<file path="config.mk">
export PLATFORM = sky130hd
export DESIGN_NAME = csr_read_unit
export DESIGN_NICKNAME = d
export VERILOG_FILES = /design/src/verilog/csr_pkg.sv /design/src/verilog/csr_addr_decode.sv /design/src/verilog/csr_mreg_read.sv /design/src/verilog/csr_rd_merge.sv /design/src/verilog/csr_read_unit.sv /design/src/verilog/hpm_slot.sv
export SDC_FILE = /design/constraint.sdc
export NUM_CORES = 1
export LEC_CHECK = 0
export BUFFER_PORTS_ARGS = -buffer_cell sky130_fd_sc_hd__buf_2
export CAP_MARGIN = 10
export CORE_AREA = 2 2 359 361
export DETAILED_ROUTE_END_ITERATION = 16
export DIE_AREA = 0 0 361 363
export PLACE_DENSITY = 0.3
export SYNTH_ARGS = -nofsm -noshare
export SYNTH_HDL_FRONTEND = slang
export SYNTH_SLANG_ARGS = --single-unit
</file>
<file path="constraint.sdc">
create_clock -name clk_in -period 3.1 [get_ports clk_in]
set_input_delay 0.62 -clock clk_in [delete_from_list [all_inputs] [get_ports clk_in]]
set_output_delay 0.62 -clock clk_in [all_outputs]
set_load 0.1 [all_outputs]
</file>
<file path="src/verilog/csr_pkg.sv">
// --------------------
// csr package
// register width, privilege codes, CSR addresses and the address union
// --------------------
package csr_pkg;

   localparam int RSZ = 32;

   // privilege codes, also the encoding of address bits 9:8
   localparam logic [1:0] M_MODE = 2'b11;
   localparam logic [1:0] U_MODE = 2'b00;

   // --------------------
   // machine trap and status
   localparam logic [11:0] CSR_MSTATUS       = 12'h300;
   localparam logic [11:0] CSR_MISA          = 12'h301;
   localparam logic [11:0] CSR_MTVEC         = 12'h305;
   localparam logic [11:0] CSR_MCOUNTEREN    = 12'h306;
   localparam logic [11:0] CSR_MCOUNTINHIBIT = 12'h320;
   localparam logic [11:0] CSR_MSCRATCH      = 12'h340;
   localparam logic [11:0] CSR_MEPC          = 12'h341;
   localparam logic [11:0] CSR_MCAUSE        = 12'h342;
   localparam logic [11:0] CSR_MTVAL         = 12'h343;

   // machine counters
   localparam logic [11:0] CSR_MCYCLE        = 12'hB00;
   localparam logic [11:0] CSR_MINSTRET      = 12'hB02;
   localparam logic [11:0] CSR_MCYCLEH       = 12'hB80;
   localparam logic [11:0] CSR_MINSTRETH     = 12'hB82;

   // user counter shadows, read only
   localparam logic [11:0] CSR_CYCLE         = 12'hC00;
   localparam logic [11:0] CSR_TIME          = 12'hC01;
   localparam logic [11:0] CSR_INSTRET       = 12'hC02;
   localparam logic [11:0] CSR_CYCLEH        = 12'hC80;
   localparam logic [11:0] CSR_TIMEH         = 12'hC81;
   localparam logic [11:0] CSR_INSTRETH      = 12'hC82;

   // information registers
   localparam logic [11:0] CSR_MVENDORID     = 12'hF11;
   localparam logic [11:0] CSR_MARCHID       = 12'hF12;
   localparam logic [11:0] CSR_MIMPID        = 12'hF13;
   localparam logic [11:0] CSR_MHARTID       = 12'hF14;

   // --------------------
   // performance counter groups, address of counter 3 in each
   localparam logic [11:0] CSR_MHPMCOUNTER_BASE  = 12'hB03;
   localparam logic [11:0] CSR_MHPMCOUNTERH_BASE = 12'hB83;
   localparam logic [11:0] CSR_HPMCOUNTER_BASE   = 12'hC03;
   localparam logic [11:0] CSR_HPMCOUNTERH_BASE  = 12'hC83;
   localparam logic [11:0] CSR_MHPMEVENT_BASE    = 12'h323;

   // one address word, two ways of reading it
   typedef union packed {
      struct packed {
         logic [1:0] access;   // 2'b11 = read only
         logic [1:0] priv;     // lowest privilege that owns it
         logic [7:0] index;
      } pv;
      struct packed {
         logic [3:0] group;
         logic       hi;       // upper half of a 64-bit counter
         logic [1:0] pad;      // 2'b01 marks the event selectors
         logic [4:0] num;      // counter number 0..31
      } cv;
   } csr_addr_u;

endpackage

</file>
<file path="src/verilog/csr_addr_decode.sv">
// --------------------
// csr address decoder
// sorts the address into register groups and checks counter access
// --------------------
`timescale 1ns/1ps

module csr_addr_decode
   import csr_pkg::*;
(
   input  csr_addr_u        csr_rd_addr,
   input  logic [1:0]       mode,
   input  logic [RSZ-1:0]   mcounteren,
   output logic             fixed_sel,
   output logic             hpm_m_lo,
   output logic             hpm_m_hi,
   output logic             hpm_u_lo,
   output logic             hpm_u_hi,
   output logic             hpm_evt,
   output logic [4:0]       cntr_num,
   output logic             cntr_en
);

   // group, half and pad bits taken together
   logic [6:0] grp;
   // counters 0..2 are the fixed cycle, time and instret
   logic       in_bank;
   logic       any_hpm;
   logic       user_ro;

   // --------------------
   // counter view
   assign grp      = {csr_rd_addr.cv.group, csr_rd_addr.cv.hi, csr_rd_addr.cv.pad};
   assign in_bank  = (csr_rd_addr.cv.num >= 5'd3);
   assign cntr_num = csr_rd_addr.cv.num;

   assign hpm_m_lo = in_bank & (grp == CSR_MHPMCOUNTER_BASE[11:5]);
   assign hpm_m_hi = in_bank & (grp == CSR_MHPMCOUNTERH_BASE[11:5]);
   assign hpm_u_lo = in_bank & (grp == CSR_HPMCOUNTER_BASE[11:5]);
   assign hpm_u_hi = in_bank & (grp == CSR_HPMCOUNTERH_BASE[11:5]);
   assign hpm_evt  = in_bank & (grp == CSR_MHPMEVENT_BASE[11:5]);

   assign any_hpm  = hpm_m_lo | hpm_m_hi | hpm_u_lo | hpm_u_hi | hpm_evt;

   // --------------------
   // privilege view
   // the fixed block only owns machine level space and the user read-only counters
   assign user_ro   = (csr_rd_addr.pv.access == 2'b11) & (csr_rd_addr.pv.priv == U_MODE);
   assign fixed_sel = ~any_hpm & ((csr_rd_addr.pv.priv == M_MODE) | user_ro);

   // counter access permission
   // no supervisor here, modes 1 and 2 never see a counter
   always_comb
   begin
      case (mode)
         M_MODE:  cntr_en = 1'b1;
         U_MODE:  cntr_en = mcounteren[cntr_num];
         default: cntr_en = 1'b0;
      endcase
   end

endmodule

</file>
<file path="src/verilog/csr_mreg_read.sv">
// --------------------
// fixed csr read block
// machine trap registers, IDs and the base counters with their user shadows
// --------------------
`timescale 1ns/1ps

module csr_mreg_read
   import csr_pkg::*;
#(
   parameter bit             IALIGN16  = 1'b0,
   parameter logic [RSZ-1:0] MVENDORID = '0,
   parameter logic [RSZ-1:0] MARCHID   = '0,
   parameter logic [RSZ-1:0] MIMPID    = '0,
   parameter logic [RSZ-1:0] MHARTID   = '0
)
(
   input  csr_addr_u          csr_rd_addr,
   input  logic               fixed_sel,
   input  logic               cntr_en,
   input  logic [2*RSZ-1:0]   mtime,
   input  logic [RSZ-1:0]     mstatus,
   input  logic [RSZ-1:0]     misa,
   input  logic [RSZ-1:0]     mtvec,
   input  logic [RSZ-1:0]     mcounteren,
   input  logic [RSZ-1:0]     mcountinhibit,
   input  logic [RSZ-1:0]     mscratch,
   input  logic [RSZ-1:0]     mepc,
   input  logic [RSZ-1:0]     mcause,
   input  logic [RSZ-1:0]     mtval,
   input  logic [2*RSZ-1:0]   mcycle,
   input  logic [2*RSZ-1:0]   minstret,
   output logic               hit,
   output logic [RSZ-1:0]     data
);

   // pc alignment mask for mepc
   localparam logic [RSZ-1:0] EPC_MASK = IALIGN16 ? ~32'h1 : ~32'h3;

   logic           known;
   logic           shadow;
   logic [RSZ-1:0] rd_val;

   // --------------------
   // address match
   always_comb
   begin
      known  = 1'b1;
      rd_val = '0;
      case (csr_rd_addr)
         // trap setup and handling
         CSR_MSTATUS:       rd_val = mstatus;
         CSR_MISA:          rd_val = misa;
         CSR_MTVEC:         rd_val = mtvec;
         CSR_MCOUNTEREN:    rd_val = mcounteren;
         CSR_MCOUNTINHIBIT: rd_val = mcountinhibit;
         CSR_MSCRATCH:      rd_val = mscratch;
         CSR_MEPC:          rd_val = mepc & EPC_MASK;
         CSR_MCAUSE:        rd_val = mcause;
         CSR_MTVAL:         rd_val = mtval;
         // machine counters
         CSR_MCYCLE:        rd_val = mcycle[RSZ-1:0];
         CSR_MCYCLEH:       rd_val = mcycle[2*RSZ-1:RSZ];
         CSR_MINSTRET:      rd_val = minstret[RSZ-1:0];
         CSR_MINSTRETH:     rd_val = minstret[2*RSZ-1:RSZ];
         // user shadows of the same counters plus time
         CSR_CYCLE:         rd_val = mcycle[RSZ-1:0];
         CSR_CYCLEH:        rd_val = mcycle[2*RSZ-1:RSZ];
         CSR_TIME:          rd_val = mtime[RSZ-1:0];
         CSR_TIMEH:         rd_val = mtime[2*RSZ-1:RSZ];
         CSR_INSTRET:       rd_val = minstret[RSZ-1:0];
         CSR_INSTRETH:      rd_val = minstret[2*RSZ-1:RSZ];
         // information, read only constants
         CSR_MVENDORID:     rd_val = MVENDORID;
         CSR_MARCHID:       rd_val = MARCHID;
         CSR_MIMPID:        rd_val = MIMPID;
         CSR_MHARTID:       rd_val = MHARTID;
         default:           known  = 1'b0;
      endcase
   end

   // --------------------
   // access gate
   // among the fixed addresses only the user shadows sit at privilege level 0
   assign shadow = (csr_rd_addr.pv.priv == U_MODE);

   assign hit  = fixed_sel & known & (cntr_en | ~shadow);
   // a denied high half returns zero as well
   assign data = hit ? rd_val : '0;

endmodule

</file>
<file path="src/verilog/csr_rd_merge.sv">
// --------------------
// csr read merge
// ORs all source hits and data, one register stage to the outputs
// --------------------
`timescale 1ns/1ps

module csr_rd_merge
   import csr_pkg::*;
#(
   parameter int NUM_MHPM = 4
)
(
   input  logic                          clk_in,
   input  logic                          rst_n,
   input  logic                          fix_hit,
   input  logic [RSZ-1:0]                fix_data,
   input  logic [NUM_MHPM-1:0]           slot_hit,
   input  logic [NUM_MHPM-1:0][RSZ-1:0]  slot_data,
   output logic                          csr_rd_avail,
   output logic [RSZ-1:0]                csr_rd_data
);

   logic           any_hit;
   logic [RSZ-1:0] or_data;

   // masked OR, only the claiming source contributes
   always_comb
   begin
      any_hit = fix_hit;
      or_data = fix_data & {RSZ{fix_hit}};
      for (int i = 0; i < NUM_MHPM; i++)
      begin
         any_hit = any_hit | slot_hit[i];
         or_data = or_data | (slot_data[i] & {RSZ{slot_hit[i]}});
      end
   end

   // --------------------
   // output stage
   always_ff @(posedge clk_in)
   begin
      if (!rst_n)
      begin
         csr_rd_avail <= 1'b0;
         csr_rd_data  <= '0;
      end
      else
      begin
         csr_rd_avail <= any_hit;
         csr_rd_data  <= or_data;
      end
   end

   // fixed block and slots decode independently, never two owners
   a_one_source: assert property (@(posedge clk_in) disable iff (!rst_n)
                                  $onehot0({fix_hit, slot_hit}))
      else $error("csr merge: more than one source claimed the address");

endmodule

</file>
<file path="src/verilog/csr_read_unit.sv">
// --------------------
// csr read unit
// top of the CSR read port, address and mode in, data one clock later
// --------------------
`timescale 1ns/1ps

module csr_read_unit
   import csr_pkg::*;
#(
   parameter int             NUM_MHPM  = 4,
   parameter bit             IALIGN16  = 1'b0,
   parameter logic [RSZ-1:0] MVENDORID = '0,
   parameter logic [RSZ-1:0] MARCHID   = '0,
   parameter logic [RSZ-1:0] MIMPID    = '0,
   parameter logic [RSZ-1:0] MHARTID   = '0
)
(
   input  logic                            clk_in,
   input  logic                            rst_n,
   input  csr_addr_u                       csr_rd_addr,
   input  logic [1:0]                      mode,
   input  logic [2*RSZ-1:0]                mtime,
   input  logic [RSZ-1:0]                  mstatus,
   input  logic [RSZ-1:0]                  misa,
   input  logic [RSZ-1:0]                  mtvec,
   input  logic [RSZ-1:0]                  mcounteren,
   input  logic [RSZ-1:0]                  mcountinhibit,
   input  logic [RSZ-1:0]                  mscratch,
   input  logic [RSZ-1:0]                  mepc,
   input  logic [RSZ-1:0]                  mcause,
   input  logic [RSZ-1:0]                  mtval,
   input  logic [2*RSZ-1:0]                mcycle,
   input  logic [2*RSZ-1:0]                minstret,
   input  logic [NUM_MHPM-1:0][2*RSZ-1:0]  mhpmcounter,
   input  logic [NUM_MHPM-1:0][RSZ-1:0]    mhpmevent,
   output logic                            csr_rd_avail,
   output logic [RSZ-1:0]                  csr_rd_data
);

   // decoder outputs
   logic       fixed_sel;
   logic       hpm_m_lo;
   logic       hpm_m_hi;
   logic       hpm_u_lo;
   logic       hpm_u_hi;
   logic       hpm_evt;
   logic [4:0] cntr_num;
   logic       cntr_en;

   // source returns
   logic                          fix_hit;
   logic [RSZ-1:0]                fix_data;
   logic [NUM_MHPM-1:0]           slot_hit;
   logic [NUM_MHPM-1:0][RSZ-1:0]  slot_data;

   csr_addr_decode u_decode (
      .csr_rd_addr (csr_rd_addr),
      .mode        (mode),
      .mcounteren  (mcounteren),
      .fixed_sel   (fixed_sel),
      .hpm_m_lo    (hpm_m_lo),
      .hpm_m_hi    (hpm_m_hi),
      .hpm_u_lo    (hpm_u_lo),
      .hpm_u_hi    (hpm_u_hi),
      .hpm_evt     (hpm_evt),
      .cntr_num    (cntr_num),
      .cntr_en     (cntr_en)
   );

   csr_mreg_read #(
      .IALIGN16  (IALIGN16),
      .MVENDORID (MVENDORID),
      .MARCHID   (MARCHID),
      .MIMPID    (MIMPID),
      .MHARTID   (MHARTID)
   ) u_mreg (
      .csr_rd_addr   (csr_rd_addr),
      .fixed_sel     (fixed_sel),
      .cntr_en       (cntr_en),
      .mtime         (mtime),
      .mstatus       (mstatus),
      .misa          (misa),
      .mtvec         (mtvec),
      .mcounteren    (mcounteren),
      .mcountinhibit (mcountinhibit),
      .mscratch      (mscratch),
      .mepc          (mepc),
      .mcause        (mcause),
      .mtval         (mtval),
      .mcycle        (mcycle),
      .minstret      (minstret),
      .hit           (fix_hit),
      .data          (fix_data)
   );

   // --------------------
   // one slot per performance counter
   for (genvar g = 0; g < NUM_MHPM; g++)
   begin : g_slot
      hpm_slot #(
         .SLOT (g)
      ) u_slot (
         .hpm_m_lo  (hpm_m_lo),
         .hpm_m_hi  (hpm_m_hi),
         .hpm_u_lo  (hpm_u_lo),
         .hpm_u_hi  (hpm_u_hi),
         .hpm_evt   (hpm_evt),
         .cntr_num  (cntr_num),
         .cntr_en   (cntr_en),
         .counter   (mhpmcounter[g]),
         .event_sel (mhpmevent[g]),
         .hit       (slot_hit[g]),
         .data      (slot_data[g])
      );
   end

   csr_rd_merge #(
      .NUM_MHPM (NUM_MHPM)
   ) u_merge (
      .clk_in       (clk_in),
      .rst_n        (rst_n),
      .fix_hit      (fix_hit),
      .fix_data     (fix_data),
      .slot_hit     (slot_hit),
      .slot_data    (slot_data),
      .csr_rd_avail (csr_rd_avail),
      .csr_rd_data  (csr_rd_data)
   );

endmodule

</file>
<file path="src/verilog/hpm_slot.sv">
// --------------------
// performance counter slot
// answers for one counter, its user shadow and its event selector
// --------------------
`timescale 1ns/1ps

module hpm_slot
   import csr_pkg::*;
#(
   parameter int SLOT = 0
)
(
   input  logic               hpm_m_lo,
   input  logic               hpm_m_hi,
   input  logic               hpm_u_lo,
   input  logic               hpm_u_hi,
   input  logic               hpm_evt,
   input  logic [4:0]         cntr_num,
   input  logic               cntr_en,
   input  logic [2*RSZ-1:0]   counter,
   input  logic [RSZ-1:0]     event_sel,
   output logic               hit,
   output logic [RSZ-1:0]     data
);

   // slot 0 is counter 3
   localparam logic [4:0] MY_NUM = 5'(SLOT + 3);

   logic mine;
   logic want_hi;

   assign mine    = (cntr_num == MY_NUM);
   assign want_hi = hpm_m_hi | hpm_u_hi;

   // user halves also need the mcounteren permission
   assign hit = mine & (hpm_m_lo | hpm_m_hi | hpm_evt | ((hpm_u_lo | hpm_u_hi) & cntr_en));

   always_comb
   begin
      if (hpm_evt)
         data = event_sel;
      else if (want_hi)
         data = counter[2*RSZ-1:RSZ];
      else
         data = counter[RSZ-1:0];
   end

   // the decoder must hand over exactly one group for a claimed address
   a_hit_group: assert final (!hit || $onehot({hpm_m_lo, hpm_m_hi, hpm_u_lo, hpm_u_hi, hpm_evt}))
      else $error("hpm slot %0d: hit without a single group flag", SLOT);

endmodule
</file>
Word-level counts from Yosys, hierarchy flattened
Index checks and enable logic that the tools add are counted.

cells by class
  add/subtract/negate cells = 0
  multipliers = 0
  div/mod/pow operators = 0
  $lt $le $gt $ge = 2
  equal/unequal tests = 35
  shifts and indexed selects = 0
  multiplexer cells = 14
  bitwise logic cells = 39
  reductions and logical operators = 7

operators with widths
  cell                    count
  $pmux W32 S15           1
  $mux W32                9
  $eq A12 B12 Y1 const B  14
  $and A32 B32 Y32        5
  $or A32 B32 Y32         4
  $eq A12 B10 Y1 const B  9
  $eq A7 B7 Y1 const B    4
  $reduce_or A23 Y1       1
  $eq A5 B3 Y1 const B    3
  $and A1 B1 Y1           14
  $or A1 B1 Y1            14
  $reduce_or A2 Y1        4
  $eq A7 B5 Y1 const B    1
  $eq A2 B2 Y1 const B    3
  $lt A5 B6 Y1 const B    1
  $bmux W1 S5             1
  $eq A5 B2 Y1 const B    1
  $ge A5 B2 Y1 const B    1
  $logic_not A2 Y1        2
  $mux W1                 2
  $not A1 Y1              2
  $pmux W1 S2             1

word-level totals
  register bits after elaboration = 33
  bits in latches = 0
  bits in writable memories = 0
  bits in read-only memories = 0
  input port bits = 880
  output and inout bits = 33
  logic and storage cells = 99
  memories kept = 0

Logic depth before layout (Yosys ltp)
  depth after elaboration = 16
  mapped depth = 11
  mapped depth without buffers = 9

Modules after synthesis
From an unflattened synthesis, not the netlist that was laid out.

second synthesis, totals
  cells, all modules = 1457
  area, all modules = 10362.4 µm²

by module, submodules not included
  module                            instances  cells each  area each (µm²)  seq. area each (µm²)
  csr_mreg_read                     1          638         4453.0           0.0
  hpm_slot at g_slot[0].u_slot ...  3          152         953.4            0.0
  csr_rd_merge                      1          152         1567.8           660.6
  hpm_slot at g_slot[1].u_slot      1          152         952.2            0.0
  csr_addr_decode                   1          59          529.3            0.0

Worst setup path before layout
No wires, ideal clock.

  kind = input to register
  from = input port csr_rd_addr[7] in the netlist's numbering
  to = register u_merge.csr_rd_data[10]
  library setup time = 0.133 ns
  data arrival time = 2.604 ns
  data required time = 2.967 ns
  path slack = 0.364 ns
  stages on the path = 8
  path buffers = 3
  cells stage by stage = clkbuf_1 -> clkbuf_1 -> clkbuf_1 -> mux2_2 -> a222oi_1 -> nand3_1 -> o21ai_0 -> a31oi_1

on the way
  longest elaborated chain between the ends = 16
  elaborated cells on any way between the ends = 75
  those cells by class = 28 x eq/ne; 11 x mux; 31 x bitwise; 5 x reduce/logical

ends and longest elaborated chain
  item                              RTL line                                      source
  start: declaration                csr_read_unit.sv:20                           input csr_addr_u csr_rd_addr,
  $eq A7 B7 Y1 (on tied branches)   csr_addr_decode.sv:36, csr_addr_decode.sv:37
  $and A1 B1 Y1 (on tied branches)  csr_addr_decode.sv:36, csr_addr_decode.sv:37
  $or A1 B1 Y1                      csr_addr_decode.sv:42, hpm_slot.sv:36
  $or A1 B1 Y1 (3 in series)        csr_addr_decode.sv:42                         assign any_hpm = hpm_m_lo | hpm_m_hi | hpm_u_lo | hpm_u_hi | hpm_evt;
  $not A1 Y1                        csr_addr_decode.sv:48                         assign fixed_sel = ~any_hpm & ((csr_rd_addr.pv.priv == M_MODE) | user_ro);
  $and A1 B1 Y1                     csr_addr_decode.sv:48
  $and A1 B1 Y1 (2 in series)       csr_mreg_read.sv:86                           assign hit = fixed_sel & known & (cntr_en | ~shadow);
  $mux W32                          csr_mreg_read.sv:88                           assign data = hit ? rd_val : '0;
  $and A32 B32 Y32                  csr_rd_merge.sv:30                            or_data = fix_data & {RSZ{fix_hit}};
  $or A32 B32 Y32 (3 in series)     csr_rd_merge.sv:34                            or_data = or_data | (slot_data[i] & {RSZ{slot_hit[i]}});
  $or A32 B32 Y32 *                 csr_rd_merge.sv:34
  end signal: assignment            csr_rd_merge.sv:50                            csr_rd_data <= or_data;
  end: declaration                  csr_rd_merge.sv:20                            output logic [RSZ-1:0] csr_rd_data

Mark *: on every way between the ends. The rest lies on a longest branch, timed or not.
A chain may end at the register's enable or synchronous reset.

Final worst setup path
  from = input port csr_rd_addr[1] in the netlist's numbering
  to = register u_merge.csr_rd_data[17]

on the way
  longest elaborated chain between the ends = 16
  elaborated cells on any way between the ends = 79
  those cells by class = 1 x order compare; 27 x eq/ne; 14 x mux; 32 x bitwise; 5 x reduce/logical

ends and longest elaborated chain
  item                              RTL line                                      source
  $ge A5 B2 Y1                      csr_addr_decode.sv:33                         assign in_bank = (csr_rd_addr.cv.num >= 5'd3);
  $and A1 B1 Y1 (on tied branches)  csr_addr_decode.sv:36, csr_addr_decode.sv:37
  $or A1 B1 Y1                      csr_addr_decode.sv:42, hpm_slot.sv:36
  $or A1 B1 Y1 (3 in series)        csr_addr_decode.sv:42
  $not A1 Y1                        csr_addr_decode.sv:48
  $and A1 B1 Y1                     csr_addr_decode.sv:48
  $and A1 B1 Y1 (2 in series)       csr_mreg_read.sv:86
  $mux W32                          csr_mreg_read.sv:88
  $and A32 B32 Y32                  csr_rd_merge.sv:30
  $or A32 B32 Y32 (3 in series)     csr_rd_merge.sv:34
  $or A32 B32 Y32 *                 csr_rd_merge.sv:34

Mark *: on every way between the ends. The rest lies on a longest branch, timed or not. The select of a mux whose other input is x is not followed.

==> reports/results.ini <==
[floorplan]
die_h_um=363
placementRows=131
die_footprint_um2=131000
floorplan.core_area_um2=127000
die_x_um=361
boundaryPins=913
initial_utilization_pct=6.47

[place]
dp_hpwl_um=116000
io_buffers=910
routabilityCongestion=0.955

[drt]
drc=0
detailed_routing_iterations_pass_1=7
drt-wirelength-per-cell_um=32.6
vias=15300
drt-initial-drc-count=1552
drt.antenna.violating_nets=0
total_wirelength_of_the_detailed_routed_design_um=128000
routed_via_density=3.92

[global_routing]
grt_first_pass_wirelength_um=157000
grt_max_degree=39
global_route_usage_over_all_layers_pct=18.5
first_global_vias=15000
global_route_total_overflow=0
antenna_found_initial=103

[synth]
register_bit_total_from_synthesis=33
ys_seq_area_share_pct=8.04
synth.avg_cell_area_um2=7.63
synth-async-reset-ratio_pct=0
number_of_flops_mapped_to_enable_cells_by_yosys=0
synth_cell_types=84
mappedNetlistArea_um2=8210
synth_nets=1959
yosys_most_used_dff=sky130_fd_sc_hd__dfxtp_1
yosysWarningCount=0
synthCells=1077

[finish]
mostFrequentLayoutCells=sky130_fd_sc_hd__buf_2, sky130_fd_sc_hd__buf_4, sky130_fd_sc_hd__mux2i_1, sky130_fd_sc_hd__nand2_1, sky130_fd_sc_hd__a22oi_1
final_util_pct=14.4
layout.nets=3118
ratio_of_cells_with_drive_above_1_in_the_final_layout_pct=60.8
most_frequent_standard_cell_in_the_layout_excluding_fill_and_tap_cells=sky130_fd_sc_hd__buf_2
flow.area_growth_from_synthesis_pct=122

[clocking]
post_cts_hold_buffer_count=0
path_clk_slew_ps=90
clock-sinks=33
cts_tree=done
clock_buffers_created_by_tritoncts=5
cts_buffer_depth=2
clock_tree.root_cell=sky130_fd_sc_hd__clkbuf_16
cts_htree_levels=2

[setup_path]
worst_setup_path_end_kind=register
start_kind=input pin
worst_ep_required_time_ps=3350
critical_path_class=in2reg
critPathArrivalTime_ps=3330
critical_path_peak_fanout=12

[hold_path]
class_of_the_most_critical_hold_timing_path=in2reg

[pwr]
leakagePower_nw=8.91
largest_voltage_drop_on_the_vdd_net_mv=0.202
power.density_nw_per_um2=142
power.total_mw=2.60

[status]
run_status=completed

[sta]
worstMarginPinSlew_ps=989
number_of_endpoints_with_negative_hold_slack_in_the_final_report=0
timing.hold.ws_ps=554
fin_setup_tns_ps=0
setup_viol_count_final=0
number_of_max_slew_violations_in_the_final_report=0
finalCriticalPeriod_ps=3080
timing.fmax_mhz=324
finalCritPeriodShare_pct=99.5
maxSlewHeadroom_pct=34.1

[flow_run]
timing.max_cap.violations=0

==> logic make-up after synthesis <==
logic type | share of synthesized area (%)
compound gates | 43.7
flops | 8.04
simple gates | 15.5
buf+inv | 7.63
xor+xnor | 0.213
fa+ha+maj | 0.305
mux | 24.6
==> what timing repair did <==
item                                   CTS  global route
setup endpoints to repair               10            28
gates resized for setup                 21            23
buffers inserted                         3             8
endpoints found under the hold margin    0             0
pin swaps                                1             3
==> cells in the mapped netlist, types with 8 or more instances <==
master / n / share of area [%]
sky130_fd_sc_hd__a222oi_1: 45 / 5.5
sky130_fd_sc_hd__a221o_1: 9 / 1.1
sky130_fd_sc_hd__buf_2: 45 / 2.7
sky130_fd_sc_hd__a22o_1: 8 / 0.85
sky130_fd_sc_hd__a221oi_1: 30 / 3.2
sky130_fd_sc_hd__nand3_1: 17 / 1.0
sky130_fd_sc_hd__nor2_1: 60 / 2.7
sky130_fd_sc_hd__a211oi_1: 16 / 1.5
sky130_fd_sc_hd__dfxtp_1: 33 / 8.0
sky130_fd_sc_hd__nand2_1: 91 / 4.2
sky130_fd_sc_hd__a31oi_1: 22 / 1.7
sky130_fd_sc_hd__buf_1: 8 / 0.37
sky130_fd_sc_hd__clkbuf_1: 40 / 1.8
sky130_fd_sc_hd__o31ai_1: 15 / 1.4
sky130_fd_sc_hd__o2111ai_1: 14 / 1.5
sky130_fd_sc_hd__o22ai_1: 20 / 1.5
sky130_fd_sc_hd__o211ai_1: 26 / 2.4
sky130_fd_sc_hd__a22oi_1: 83 / 7.6
sky130_fd_sc_hd__a21oi_1: 44 / 2.7
sky130_fd_sc_hd__mux2i_1: 171 / 21
sky130_fd_sc_hd__a41oi_1: 11 / 1.2
sky130_fd_sc_hd__mux2_2: 19 / 2.6
sky130_fd_sc_hd__a41o_1: 11 / 1.3
sky130_fd_sc_hd__buf_4: 13 / 1.2
sky130_fd_sc_hd__a31o_1: 8 / 0.85
sky130_fd_sc_hd__o21ai_0: 63 / 3.8
sky130_fd_sc_hd__nor2b_1: 9 / 0.69
sky130_fd_sc_hd__nor3_1: 13 / 0.79
sky130_fd_sc_hd__buf_6: 9 / 1.2
==> cell type report <==
type	instances	area, um2
inverter	6	22.5
antenna	21	52.6
sequential	33	661
fill	14800	109000
multi-input combinational	923	7220
tap	1662	2080
timing repair buffer	1267	8050
clock inverter	3	46.3
clock buffer	5	125
==> where the power goes <==
part / switching [mW] / internal, mW / total (mW) / leakage [nW]
registers: 0.000278 / 0.424 / 0.425 / 0.266
clock network: 0.330 / 0.385 / 0.715 / 0.0802
logic: 0.747 / 0.713 / 1.46 / 8.57
total: 1.08 / 1.52 / 2.60 / 8.91
==> registers in the layout, indices dropped and copies added, names as in the netlist <==
name	cells
u_merge.csr_rd_avail	1
u_merge.csr_rd_data	32
==> metrics by stage <==
stage	instance area, um2	instances	setup WS (ps)
5_1_grt	18200	3908	-0.207
3_3_place_gp	17700	3880	-861
4_1_cts	18000	3891	3.16
6_report	18300	3920	16.7
2_1_floorplan	8210	1077	364
3_5_place_dp	17700	3880	-800
==> critical path, stage by stage <==
cell and delay [ps]:
sky130_fd_sc_hd__buf_2 200, sky130_fd_sc_hd__buf_12 190, sky130_fd_sc_hd__or2_2 370, sky130_fd_sc_hd__nor4_4 610, sky130_fd_sc_hd__buf_4 320, sky130_fd_sc_hd__a22o_1 210, sky130_fd_sc_hd__a221oi_1 90, sky130_fd_sc_hd__buf_4 160
sky130_fd_sc_hd__a31o_1 250, sky130_fd_sc_hd__buf_12 140, sky130_fd_sc_hd__a31oi_1 140
==> path summary, 6_finish.rpt <==
path / start / slack [ps] / cells past startpoint / endpoint
setup / recovery: csr_rd_addr[1] / 20 / 11 / u_merge.csr_rd_data[17]
hold / removal: rst_n / 550 / 2 / u_merge.csr_rd_data[1]
==> per-layer routing <==
layer	global-route usage (%)	routed length (um)	vias up
li1	-	-	6821
met1	23.1	53200	7398
met2	32.5	62800	929
met5	0	201	-
met3	4.07	9200	169
met4	3.49	2410	30
No activity file was read; power rests on OpenSTA's default activity.
